File: src/hw/fm_cfg_pkg.sv
// width types shared by the FM register block, pulled in by each RTL module that needs them
package fm_cfg_pkg;

    // host side
    typedef logic [7:0] reg_addr_t;     // register address
    typedef logic [7:0] reg_data_t;     // register data byte

    // slot numbering, slot = operator * 8 + channel
    typedef logic [4:0] slot_t;         // {op, chan}
    typedef logic [2:0] chan_t;
    typedef logic [1:0] op_t;

    // parameter fields with a meaning beyond their width
    typedef logic [4:0] rate_t;         // ar, d1r, d2r
    typedef logic [6:0] level_t;        // total level, 0 is loudest

    localparam int NUM_SLOTS = 32;

endpackage

File: src/hw/fm_reg_pkg.sv
// register address map and parameter field positions, used by the decoders and the testbench model
package fm_reg_pkg;

    // global registers, below 0x20
    localparam fm_cfg_pkg::reg_addr_t REG_LFO_RST = 8'h01;
    localparam fm_cfg_pkg::reg_addr_t REG_KON     = 8'h08;
    localparam fm_cfg_pkg::reg_addr_t REG_NOISE   = 8'h0F;
    localparam fm_cfg_pkg::reg_addr_t REG_CLKA1   = 8'h10;  // value_a[9:2]
    localparam fm_cfg_pkg::reg_addr_t REG_CLKA2   = 8'h11;  // value_a[1:0]
    localparam fm_cfg_pkg::reg_addr_t REG_CLKB    = 8'h12;
    localparam fm_cfg_pkg::reg_addr_t REG_TIMER   = 8'h14;
    localparam fm_cfg_pkg::reg_addr_t REG_LFRQ    = 8'h18;
    localparam fm_cfg_pkg::reg_addr_t REG_PMDAMD  = 8'h19;
    localparam fm_cfg_pkg::reg_addr_t REG_CTW     = 8'h1B;

    // parameter groups, channel group indexed by channel, the rest by slot
    localparam fm_cfg_pkg::reg_addr_t GRP_CHAN    = 8'h20;
    localparam fm_cfg_pkg::reg_addr_t GRP_DT1_MUL = 8'h40;
    localparam fm_cfg_pkg::reg_addr_t GRP_TL      = 8'h60;
    localparam fm_cfg_pkg::reg_addr_t GRP_KS_AR   = 8'h80;
    localparam fm_cfg_pkg::reg_addr_t GRP_AMS_D1R = 8'hA0;
    localparam fm_cfg_pkg::reg_addr_t GRP_DT2_D2R = 8'hC0;
    localparam fm_cfg_pkg::reg_addr_t GRP_D1L_RR  = 8'hE0;

    // lsb of each field within its byte
    localparam int RL_LSB    = 6;
    localparam int FB_LSB    = 3;
    localparam int CON_LSB   = 0;
    localparam int DT1_LSB   = 4;
    localparam int MUL_LSB   = 0;
    localparam int TL_LSB    = 0;
    localparam int KS_LSB    = 6;
    localparam int AR_LSB    = 0;
    localparam int AMSEN_LSB = 7;
    localparam int D1R_LSB   = 0;
    localparam int DT2_LSB   = 6;
    localparam int D2R_LSB   = 0;
    localparam int D1L_LSB   = 4;
    localparam int RR_LSB    = 0;

endpackage

File: src/hw/fm_mmr.sv
// host write port decoder, keeps the global registers and turns parameter writes into RAM requests
`timescale 1ns/1ps

module fm_mmr #(
    parameter int BUSY_CYCLES = 32
) (
    input  logic                             clk,
    input  logic                             rst,
    input  logic                             cen,
    input  logic                             write,
    input  logic                             a0,
    input  fm_cfg_pkg::reg_data_t            din,
    output logic                             busy,
    output logic                             ne,
    output logic [4:0]                       nfrq,
    output logic [7:0]                       lfo_freq,
    output logic [1:0]                       lfo_w,
    output logic [6:0]                       lfo_amd,
    output logic [6:0]                       lfo_pmd,
    output logic                             lfo_rst,
    output logic                             ct1,
    output logic                             ct2,
    output logic [9:0]                       value_a,
    output logic [7:0]                       value_b,
    output logic                             load_a,
    output logic                             load_b,
    output logic                             irq_en_a,
    output logic                             irq_en_b,
    output logic                             clr_flag_a,
    output logic                             clr_flag_b,
    output logic [fm_cfg_pkg::NUM_SLOTS-1:0] keyon_mask,
    output logic                             wr_req,
    output fm_cfg_pkg::reg_addr_t            wr_addr,
    output fm_cfg_pkg::reg_data_t            wr_data
);

    import fm_cfg_pkg::*;
    import fm_reg_pkg::*;

    localparam int BUSY_W  = $clog2(BUSY_CYCLES + 1);
    localparam int NUM_OPS = 2 ** $bits(op_t);

    reg_addr_t         sel_addr;     // last address byte from the host
    logic              data_wr;
    logic              old_write;
    logic [BUSY_W-1:0] busy_cnt;     // cen pulses since the last data write
    chan_t             kon_ch;

    assign data_wr = write && a0;
    assign kon_ch  = din[2:0];

    always_ff @(posedge clk or posedge rst) begin
        if (rst) begin
            sel_addr   <= '0;
            ne         <= 1'b0;
            nfrq       <= '0;
            lfo_freq   <= '0;
            lfo_w      <= '0;
            lfo_amd    <= '0;
            lfo_pmd    <= '0;
            lfo_rst    <= 1'b0;
            ct1        <= 1'b0;
            ct2        <= 1'b0;
            value_a    <= '0;
            value_b    <= '0;
            load_a     <= 1'b0;
            load_b     <= 1'b0;
            irq_en_a   <= 1'b0;
            irq_en_b   <= 1'b0;
            clr_flag_a <= 1'b0;
            clr_flag_b <= 1'b0;
            keyon_mask <= '0;
        end else begin
            if (write && !a0) begin
                sel_addr <= din;
            end
            if (data_wr && sel_addr < GRP_CHAN) begin
                case (sel_addr)
                    REG_LFO_RST: lfo_rst <= 1'b1;   // data byte ignored
                    REG_KON: begin
                        // din[6:3] holds one key bit per operator of the channel
                        for (int k = 0; k < NUM_OPS; k++) begin
                            keyon_mask[{op_t'(k), kon_ch}] <= din[3 + k];
                        end
                    end
                    REG_NOISE: begin
                        ne   <= din[7];
                        nfrq <= din[4:0];
                    end
                    REG_CLKA1: value_a[9:2] <= din;
                    REG_CLKA2: value_a[1:0] <= din[1:0];
                    REG_CLKB:  value_b      <= din;
                    REG_TIMER: begin
                        clr_flag_b <= din[5];
                        clr_flag_a <= din[4];
                        irq_en_b   <= din[3];
                        irq_en_a   <= din[2];
                        load_b     <= din[1];
                        load_a     <= din[0];
                    end
                    REG_LFRQ: lfo_freq <= din;
                    REG_PMDAMD: begin
                        if (din[7]) begin
                            lfo_pmd <= din[6:0];
                        end else begin
                            lfo_amd <= din[6:0];
                        end
                    end
                    REG_CTW: begin
                        ct2   <= din[7];
                        ct1   <= din[6];
                        lfo_w <= din[1:0];
                    end
                    default: ;
                endcase
            end else if (!write) begin
                lfo_rst    <= 1'b0;    // one-shot controls
                clr_flag_a <= 1'b0;
                clr_flag_b <= 1'b0;
            end
        end
    end

    // parameter bytes go to the RAM one cycle later
    always_ff @(posedge clk or posedge rst) begin
        if (rst) begin
            wr_req <= 1'b0;
        end else begin
            wr_req <= data_wr && (sel_addr >= GRP_CHAN);
        end
    end

    always_ff @(posedge clk) begin
        if (data_wr) begin
            wr_addr <= sel_addr;
            wr_data <= din;
        end
    end

    always_ff @(posedge clk or posedge rst) begin
        if (rst) begin
            old_write <= 1'b0;
            busy      <= 1'b0;
            busy_cnt  <= '0;
        end else begin
            old_write <= write;
            if (write && !old_write && a0) begin   // rising edge of a data write
                busy     <= 1'b1;
                busy_cnt <= '0;
            end else if (cen && busy) begin
                if (busy_cnt == BUSY_W'(BUSY_CYCLES - 1)) begin
                    busy <= 1'b0;
                end
                busy_cnt <= busy_cnt + 1'b1;
            end
        end
    end

endmodule

File: src/hw/fm_param_arb.sv
// single-port parameter RAM shared by the host write path and the slot sequencer, writes first
`timescale 1ns/1ps

module fm_param_arb (
    input  logic                  clk,
    input  logic                  rst,
    input  logic                  wr_req,
    input  fm_cfg_pkg::reg_addr_t wr_addr,
    input  fm_cfg_pkg::reg_data_t wr_data,
    input  logic                  rd_req,
    input  fm_cfg_pkg::reg_addr_t rd_addr,
    output logic                  rd_gnt,
    output logic                  rd_valid,
    output fm_cfg_pkg::reg_data_t rd_data
);

    import fm_cfg_pkg::*;

    localparam int DEPTH = 2 ** $bits(reg_addr_t);

    reg_data_t mem [DEPTH];      // 0x00-0x1f never written, global regs live in the decoder
    reg_addr_t ram_addr;

    // host writes always win, a blocked read just waits
    assign rd_gnt   = rd_req && !wr_req;
    assign ram_addr = wr_req ? wr_addr : rd_addr;

    always_ff @(posedge clk) begin
        if (wr_req) begin
            mem[ram_addr] <= wr_data;
        end else if (rd_gnt) begin
            rd_data <= mem[ram_addr];
        end
    end

    always_ff @(posedge clk or posedge rst) begin
        if (rst) begin
            rd_valid <= 1'b0;
        end else begin
            rd_valid <= rd_gnt;     // data lands one cycle after the grant
        end
    end

endmodule

File: src/hw/fm_regs_top.sv
// top of the FM register block, ties the host decoder, parameter RAM and slot sequencer together
`timescale 1ns/1ps

module fm_regs_top #(
    parameter int BUSY_CYCLES = 32
) (
    input  logic                  clk,
    input  logic                  rst,
    input  logic                  cen,
    input  logic                  write,
    input  logic                  a0,
    input  fm_cfg_pkg::reg_data_t din,
    output logic                  busy,
    output logic                  ne,
    output logic [4:0]            nfrq,
    output logic [7:0]            lfo_freq,
    output logic [1:0]            lfo_w,
    output logic [6:0]            lfo_amd,
    output logic [6:0]            lfo_pmd,
    output logic                  lfo_rst,
    output logic                  ct1,
    output logic                  ct2,
    output logic [9:0]            value_a,
    output logic [7:0]            value_b,
    output logic                  load_a,
    output logic                  load_b,
    output logic                  irq_en_a,
    output logic                  irq_en_b,
    output logic                  clr_flag_a,
    output logic                  clr_flag_b,
    output logic                  slot_valid,
    output fm_cfg_pkg::slot_t     slot_idx,
    output logic [1:0]            rl,
    output logic [2:0]            fb,
    output logic [2:0]            con,
    output logic [2:0]            dt1,
    output logic [3:0]            mul,
    output fm_cfg_pkg::level_t    tl,
    output logic [1:0]            ks,
    output fm_cfg_pkg::rate_t     arate,
    output logic                  amsen,
    output fm_cfg_pkg::rate_t     rate1,
    output logic [1:0]            dt2,
    output fm_cfg_pkg::rate_t     rate2,
    output logic [3:0]            d1l,
    output logic [3:0]            rrate,
    output logic                  keyon
);

    import fm_cfg_pkg::*;

    // decoder to RAM
    logic                 wr_req;
    reg_addr_t            wr_addr;
    reg_data_t            wr_data;

    // sequencer to RAM
    logic                 rd_req;
    reg_addr_t            rd_addr;
    logic                 rd_gnt;
    logic                 rd_valid;
    reg_data_t            rd_data;

    logic [NUM_SLOTS-1:0] keyon_mask;

    fm_mmr #(
        .BUSY_CYCLES(BUSY_CYCLES)
    ) i_fm_mmr (.*);

    fm_param_arb i_fm_param_arb (.*);

    fm_slot_seq i_fm_slot_seq (.*);

endmodule

File: src/hw/fm_slot_seq.sv
// slot sequencer, reads the seven parameter bytes of each slot in turn and presents them decoded
`timescale 1ns/1ps

module fm_slot_seq (
    input  logic                             clk,
    input  logic                             rst,
    input  logic                             rd_gnt,
    input  logic                             rd_valid,
    input  fm_cfg_pkg::reg_data_t            rd_data,
    input  logic [fm_cfg_pkg::NUM_SLOTS-1:0] keyon_mask,
    output logic                             rd_req,
    output fm_cfg_pkg::reg_addr_t            rd_addr,
    output logic                             slot_valid,
    output fm_cfg_pkg::slot_t                slot_idx,
    output logic [1:0]                       rl,
    output logic [2:0]                       fb,
    output logic [2:0]                       con,
    output logic [2:0]                       dt1,
    output logic [3:0]                       mul,
    output fm_cfg_pkg::level_t               tl,
    output logic [1:0]                       ks,
    output fm_cfg_pkg::rate_t                arate,
    output logic                             amsen,
    output fm_cfg_pkg::rate_t                rate1,
    output logic [1:0]                       dt2,
    output fm_cfg_pkg::rate_t                rate2,
    output logic [3:0]                       d1l,
    output logic [3:0]                       rrate,
    output logic                             keyon
);

    import fm_cfg_pkg::*;
    import fm_reg_pkg::*;

    localparam int NUM_BYTES = 7;   // channel byte plus six operator groups

    typedef enum logic [1:0] {
        ST_IDLE,
        ST_REQ,
        ST_WAIT
    } state_t;

    state_t     state;
    logic [2:0] byte_idx;
    logic       last_byte;
    slot_t      slot;                   // slot being fetched
    chan_t      chan;
    reg_addr_t  grp_base;
    reg_data_t  pbyte [NUM_BYTES-1];    // bytes 0 to 5, byte 6 comes straight from rd_data

    assign chan      = slot[2:0];
    assign last_byte = (byte_idx == 3'(NUM_BYTES - 1));

    always_comb begin
        case (byte_idx)
            3'd0:    grp_base = GRP_CHAN;
            3'd1:    grp_base = GRP_DT1_MUL;
            3'd2:    grp_base = GRP_TL;
            3'd3:    grp_base = GRP_KS_AR;
            3'd4:    grp_base = GRP_AMS_D1R;
            3'd5:    grp_base = GRP_DT2_D2R;
            default: grp_base = GRP_D1L_RR;
        endcase
    end

    // held steady by the FSM while a write blocks the grant
    assign rd_req  = (state == ST_REQ);
    assign rd_addr = (byte_idx == 3'd0) ? grp_base + reg_addr_t'(chan)
                                        : grp_base + reg_addr_t'(slot);

    always_ff @(posedge clk or posedge rst) begin
        if (rst) begin
            state      <= ST_IDLE;
            byte_idx   <= '0;
            slot       <= '0;
            slot_valid <= 1'b0;
        end else begin
            slot_valid <= 1'b0;
            case (state)
                ST_IDLE: state <= ST_REQ;
                ST_REQ: begin
                    if (rd_gnt) begin
                        state <= ST_WAIT;
                    end
                end
                ST_WAIT: begin
                    if (rd_valid) begin
                        state <= ST_REQ;
                        if (last_byte) begin
                            byte_idx   <= '0;
                            slot       <= slot + 1'b1;   // wraps after 31
                            slot_valid <= 1'b1;
                        end else begin
                            byte_idx <= byte_idx + 1'b1;
                        end
                    end
                end
                default: state <= ST_IDLE;
            endcase
        end
    end

    always_ff @(posedge clk) begin
        if (state == ST_WAIT && rd_valid) begin
            if (last_byte) begin
                slot_idx <= slot;
                rl       <= pbyte[0][RL_LSB +: $bits(rl)];
                fb       <= pbyte[0][FB_LSB +: $bits(fb)];
                con      <= pbyte[0][CON_LSB +: $bits(con)];
                dt1      <= pbyte[1][DT1_LSB +: $bits(dt1)];
                mul      <= pbyte[1][MUL_LSB +: $bits(mul)];
                tl       <= pbyte[2][TL_LSB +: $bits(tl)];
                ks       <= pbyte[3][KS_LSB +: $bits(ks)];
                arate    <= pbyte[3][AR_LSB +: $bits(arate)];
                amsen    <= pbyte[4][AMSEN_LSB];
                rate1    <= pbyte[4][D1R_LSB +: $bits(rate1)];
                dt2      <= pbyte[5][DT2_LSB +: $bits(dt2)];
                rate2    <= pbyte[5][D2R_LSB +: $bits(rate2)];
                d1l      <= rd_data[D1L_LSB +: $bits(d1l)];
                rrate    <= rd_data[RR_LSB +: $bits(rrate)];
                keyon    <= keyon_mask[slot];    // sampled with the last byte
            end else begin
                pbyte[byte_idx] <= rd_data;
            end
        end
    end

endmodule

File: config.mk
export PLATFORM = sky130hd
export DESIGN_NAME = fm_regs_top
export DESIGN_NICKNAME = d
export VERILOG_FILES = /design/src/hw/fm_cfg_pkg.sv /design/src/hw/fm_reg_pkg.sv /design/src/hw/fm_mmr.sv /design/src/hw/fm_param_arb.sv /design/src/hw/fm_regs_top.sv /design/src/hw/fm_slot_seq.sv
export SDC_FILE = /design/constraint.sdc
export NUM_CORES = 2
export LEC_CHECK = 0
export BUFFER_PORTS_ARGS = -buffer_cell sky130_fd_sc_hd__buf_2
export CORE_MARGIN = 2
export CORE_UTILIZATION = 62
export CTS_CLUSTER_DIAMETER = 30
export DETAILED_ROUTE_END_ITERATION = 10
export PLACE_DENSITY = 0.79
export SYNTH_ARGS = -nofsm -noshare
export SYNTH_HDL_FRONTEND = slang
export SYNTH_HIERARCHICAL = 1
export SYNTH_SLANG_ARGS = --single-unit
File: constraint.sdc
create_clock -name clk -period 4.8 [get_ports clk]
set_clock_uncertainty 0.1 [all_clocks]
set_input_delay 0.24 -clock clk [delete_from_list [all_inputs] [get_ports clk]]
set_output_delay 0.24 -clock clk [all_outputs]
set_load 0.05 [all_outputs]
==> results.yml <==
status:
  status: "complete, but fails checks"
  violations: "negative setup slack"
setup_path:
  cpMaxStageDelayCell: "nor2_1"
  path_cells: "nand2_1 -> inv_1 -> a21oi_1 -> nand2b_1 -> o22ai_1 -> buf_4 -> nand2_1 -> nor2_1"
  worstPathRequired_ns: 5.22
  r2r_end: "i_fm_param_arb/mem[71][4]$_DFFE_PP_"
  worstRegToRegCells: 8
  cp_common_cell: "nand2_1"
  cp_data_arrival_time_ns: 5.32
  path_class: "flip-flop to flip-flop"
  crit_buf_inv: 2
  cp-start-kind: "flip-flop"
  crit_family: "simple AND/OR/NAND/NOR gates"
  critPathCaptureType: "flip-flop"
  ff2ff_setup_slack_ns: -0.1
  critPathMaxFanout: 16
  regToRegStartpoint: "i_fm_slot_seq/byte_idx[0]$_DFFE_PP0N_"
  max_stage_delay_ns: 0.92
timing:
  tightest_slew_ns: 1.44
  hold_ws_ns: 0.0994
  setup_violations: 36
  setup_ws_ns: -0.0961
  rsz0062_at_grt: "no"
  final_max_slew_viol_count: 0
  clock.fmax_mhz: 204
  slew_headroom_pct: 3.75
  finalHoldViolCount: 0
  finalCriticalPeriod_ns: 4.90
  fin_crit_sh_pct: 102
clock_network:
  clkSinkCount: 2288
  cts_tree: "done"
  clock_latency_ns: 0.97
  cts_made_buffers: 414
  path_clk_slew_ns: 0.05
  clk_path_buf_depth: 4
  root_buffer: "clkbuf_16"
  cts_max_level: 5
detailed_routing:
  wirelength_um: 255000
  wl_per_cell_um: 35.0
  drc: 0
  first_pass_iters: 9
  via_count: 51600
  antenna_left: 0
  viasPerCell: 7.08
  first_iter_violations: 8524
global_route:
  use_met3_pct: 8.98
  grt_max_degree: 257
  grt_pass1_wl_um: 369000
  grt_use_met2_pct: 55.5
  antenna_found_initial: 5
  grtUsageMet1_pct: 45.3
  grt_pass1_vias: 52600
  overflow: 0
  track_usage_pct: 35.4
  grt.busiest_layer: "met2"
synthesis:
  synth_enable_flop_cells: 2170
  synth_area_leaders: "edfxtp_1 (74%), mux4_2 (11%), dfrtp_1 (3.3%)"
  synth_seq_cells: 2288
  yosys.area.top_type: "edfxtp_1"
  synthCells: 4542
  yosysMostFrequentCell: "edfxtp_1"
  async_flop_share_pct: 5.16
  syn_avg_cell_area_um2: 19.4
  synth_top_area_share_pct: 73.9
  ys_top_cells_by_count: "edfxtp_1 (2,170), mux4_2 (440), nand2_1 (389)"
  synth_cell_types: 66
  synth-main-ff-cell: "edfxtp_1"
  ys_seq_area_share_pct: 77.3
  netlist_area_um2: 88200
  ys.warnings.count: 6
  synth_nets: 4558
layout:
  postLayoutCoreUtil_pct: 75.3
  synthToLayoutAreaGrowth_pct: 20.7
  drive_gt1_share_pct: 30.0
  final_cell_area_um2: 106000
  layout.cells.non_filler: 7290
  nNetsFinal: 5086
die:
  start_util_pct: 62.4
  rows: 138
  die_w_um: 381
  io_pins: 128
  die_y_um: 381
  core_area_um2: 141000
  dieArea_um2: 145000
min_path:
  min_path_cells: 4
  worstHoldStart: "cen"
  holdPathEnd: "i_fm_mmr/busy_cnt[1]$_DFFE_PP0P_"
  hold_class: "input pin to flip-flop"
placement:
  dp_hpwl_um: 131000
  dp_slack_ns: 0.120
  dp.cells: 6530
  placed_area_um2: 92400
  portBuffers: 127
  gp_congestion: 0.944
pwr:
  vdd_drop_max_mv: 0.399
  leakage_uw: 0.0351
  powerDensity_nw_per_um2: 533
flow_run:
  max-cap-violations: 0
layout make-up:
type	instances	area, um2
flip-flops and latches	2288	68100
fillers	6751	35000
multi-input cells	1973	19000
clock buffers	453	10700
clock inverters	291	3240
repair buffers	382	3060
well taps	1890	2360
inverters	11	43.8
diodes	2	5.00
stage by stage:
| step | setup TNS [ns] | power, uW |
|---|---|---|
| finish | -1.53 | 56700 |
| floorplan | 0 | 25700 |
| detailed placement | 0 | 27400 |
| global route | 0 | 57700 |
| CTS | 0 | 56600 |
| global placement | 0 | 27300 |
how the worst max path moves through the flow:
stage / cells after the start / end / slack (ns) / from
after floorplan: 0 / i_fm_param_arb/mem[0][0]$_DFFE_PP_ / 0.65 / i_fm_mmr/wr_data[0]$_DFFE_PP_
after global placement: 10 / i_fm_param_arb/rd_data[1]$_DFFE_PP_ / 0.20 / i_fm_slot_seq/byte_idx[0]$_DFFE_PP0N_
after detailed placement: 10 / i_fm_param_arb/rd_data[1]$_DFFE_PP_ / 0.12 / i_fm_slot_seq/byte_idx[0]$_DFFE_PP0N_
after CTS: 10 / i_fm_param_arb/rd_data[2]$_DFFE_PP_ / 0.06 / i_fm_slot_seq/byte_idx[0]$_DFFE_PP0N_
after global routing: 8 / i_fm_param_arb/mem[73][1]$_DFFE_PP_ / 0.02 / i_fm_slot_seq/byte_idx[0]$_DFFE_PP0N_
final: 8 / i_fm_param_arb/mem[71][4]$_DFFE_PP_ / -0.1 / i_fm_slot_seq/byte_idx[0]$_DFFE_PP0N_
logic make-up (layout without fill, tap and decap cells):
logic type | count (synthesis) | after routing | synth area share, %
AO/OA/AOI/OAI | 260 | 260 | 2.24
multiplexers | 582 | 582 | 13.0
other | 0 | 2 | 0
AND/OR/NAND/NOR | 1122 | 1122 | 5.95
adder cells (fa/ha/maj) | 3 | 3 | 0.0426
flip-flops | 2288 | 2288 | 77.3
XOR/XNOR | 6 | 6 | 0.0596
buffers and inverters | 281 | 1137 | 1.47
report_power, final:
group	internal [uW]	total, uW	switching [uW]
Combinational	1630	4900	3270
Clock	18900	29200	10400
Sequential	22200	22500	310
layer usage:
metal / share of wire [%] / up-vias / wire (um)
met5: 0.036 / - / 91
met4: 6.9 / 10 / 17500
met3: 12 / 1082 / 31200
met2: 48 / 4710 / 123000
met1: 33 / 26100 / 83800
li1: - / 19700 / -
registers in the layout, indices dropped and copies added, names as in the netlist, 5 cells and up:
name                    cells
i_fm_param_arb/mem       2048
i_fm_slot_seq/arate         5
i_fm_mmr/wr_addr            8
i_fm_mmr/value_a           10
i_fm_mmr/value_b            8
i_fm_param_arb/rd_data      8
i_fm_mmr/busy_cnt           6
i_fm_mmr/wr_data            8
i_fm_slot_seq/tl            7
i_fm_mmr/lfo_pmd            7
i_fm_slot_seq/rate2         5
i_fm_mmr/lfo_freq           8
i_fm_mmr/keyon_mask        32
i_fm_mmr/sel_addr           8
i_fm_mmr/nfrq               5
i_fm_mmr/lfo_amd            7
i_fm_slot_seq/rate1         5
i_fm_slot_seq/slot          5
i_fm_slot_seq/slot_idx      5
i_fm_slot_seq/pbyte        42
worst min-delay path: stages:
cell           delay, ns
dlygate4sd3_1       0.55
buf_2               0.15
nand3_1             0.08
a21oi_1             0.06
placed cells by master, fill, tap and decap left out, types with 6 or more instances in the layout:
cell           Yosys  layout
dfrtp_1          118     117
clkbuf_1         168      31
mux2i_1           46      43
bufinv_16          0      51
nand2_1          389     387
inv_8              0      12
clkinv_4           0      36
a41oi_1           17      17
a21oi_1           11       7
nor2_1           237     230
nand3_1          234     234
nand2b_1           8       8
buf_12             1      38
a32oi_1           17      17
clkinvlp_4         0      60
o31ai_1           19      17
dlygate4sd3_1      0      14
nor2b_1           10      10
edfxtp_1        2170    2170
a22o_1             8       8
a31oi_1            8       8
and2_1             7       7
clkinv_2           0      51
buf_4             15     203
inv_1             11      10
and3_1            12      12
a22oi_1          117     115
nor3_1            51      51
nand4_1          131     131
inv_6              0      43
clkbuf_16          0     420
mux2_2            89      88
a221oi_1           8       8
a311oi_1          10      10
mux4_2           440     440
mux2_1             6       6
o21ai_0           16      15
buf_2             61     127
o2111ai_1         16      16
clkinv_1           0      34
what timing repair did:
item	in CTS	in global routing
endpoints found under the setup margin	1	4
hold endpoints to repair	192	0
gates resized for setup	1	2
buffers inserted	0	0
hold buffers	14	0
No activity file was read; power rests on OpenSTA's default activity.
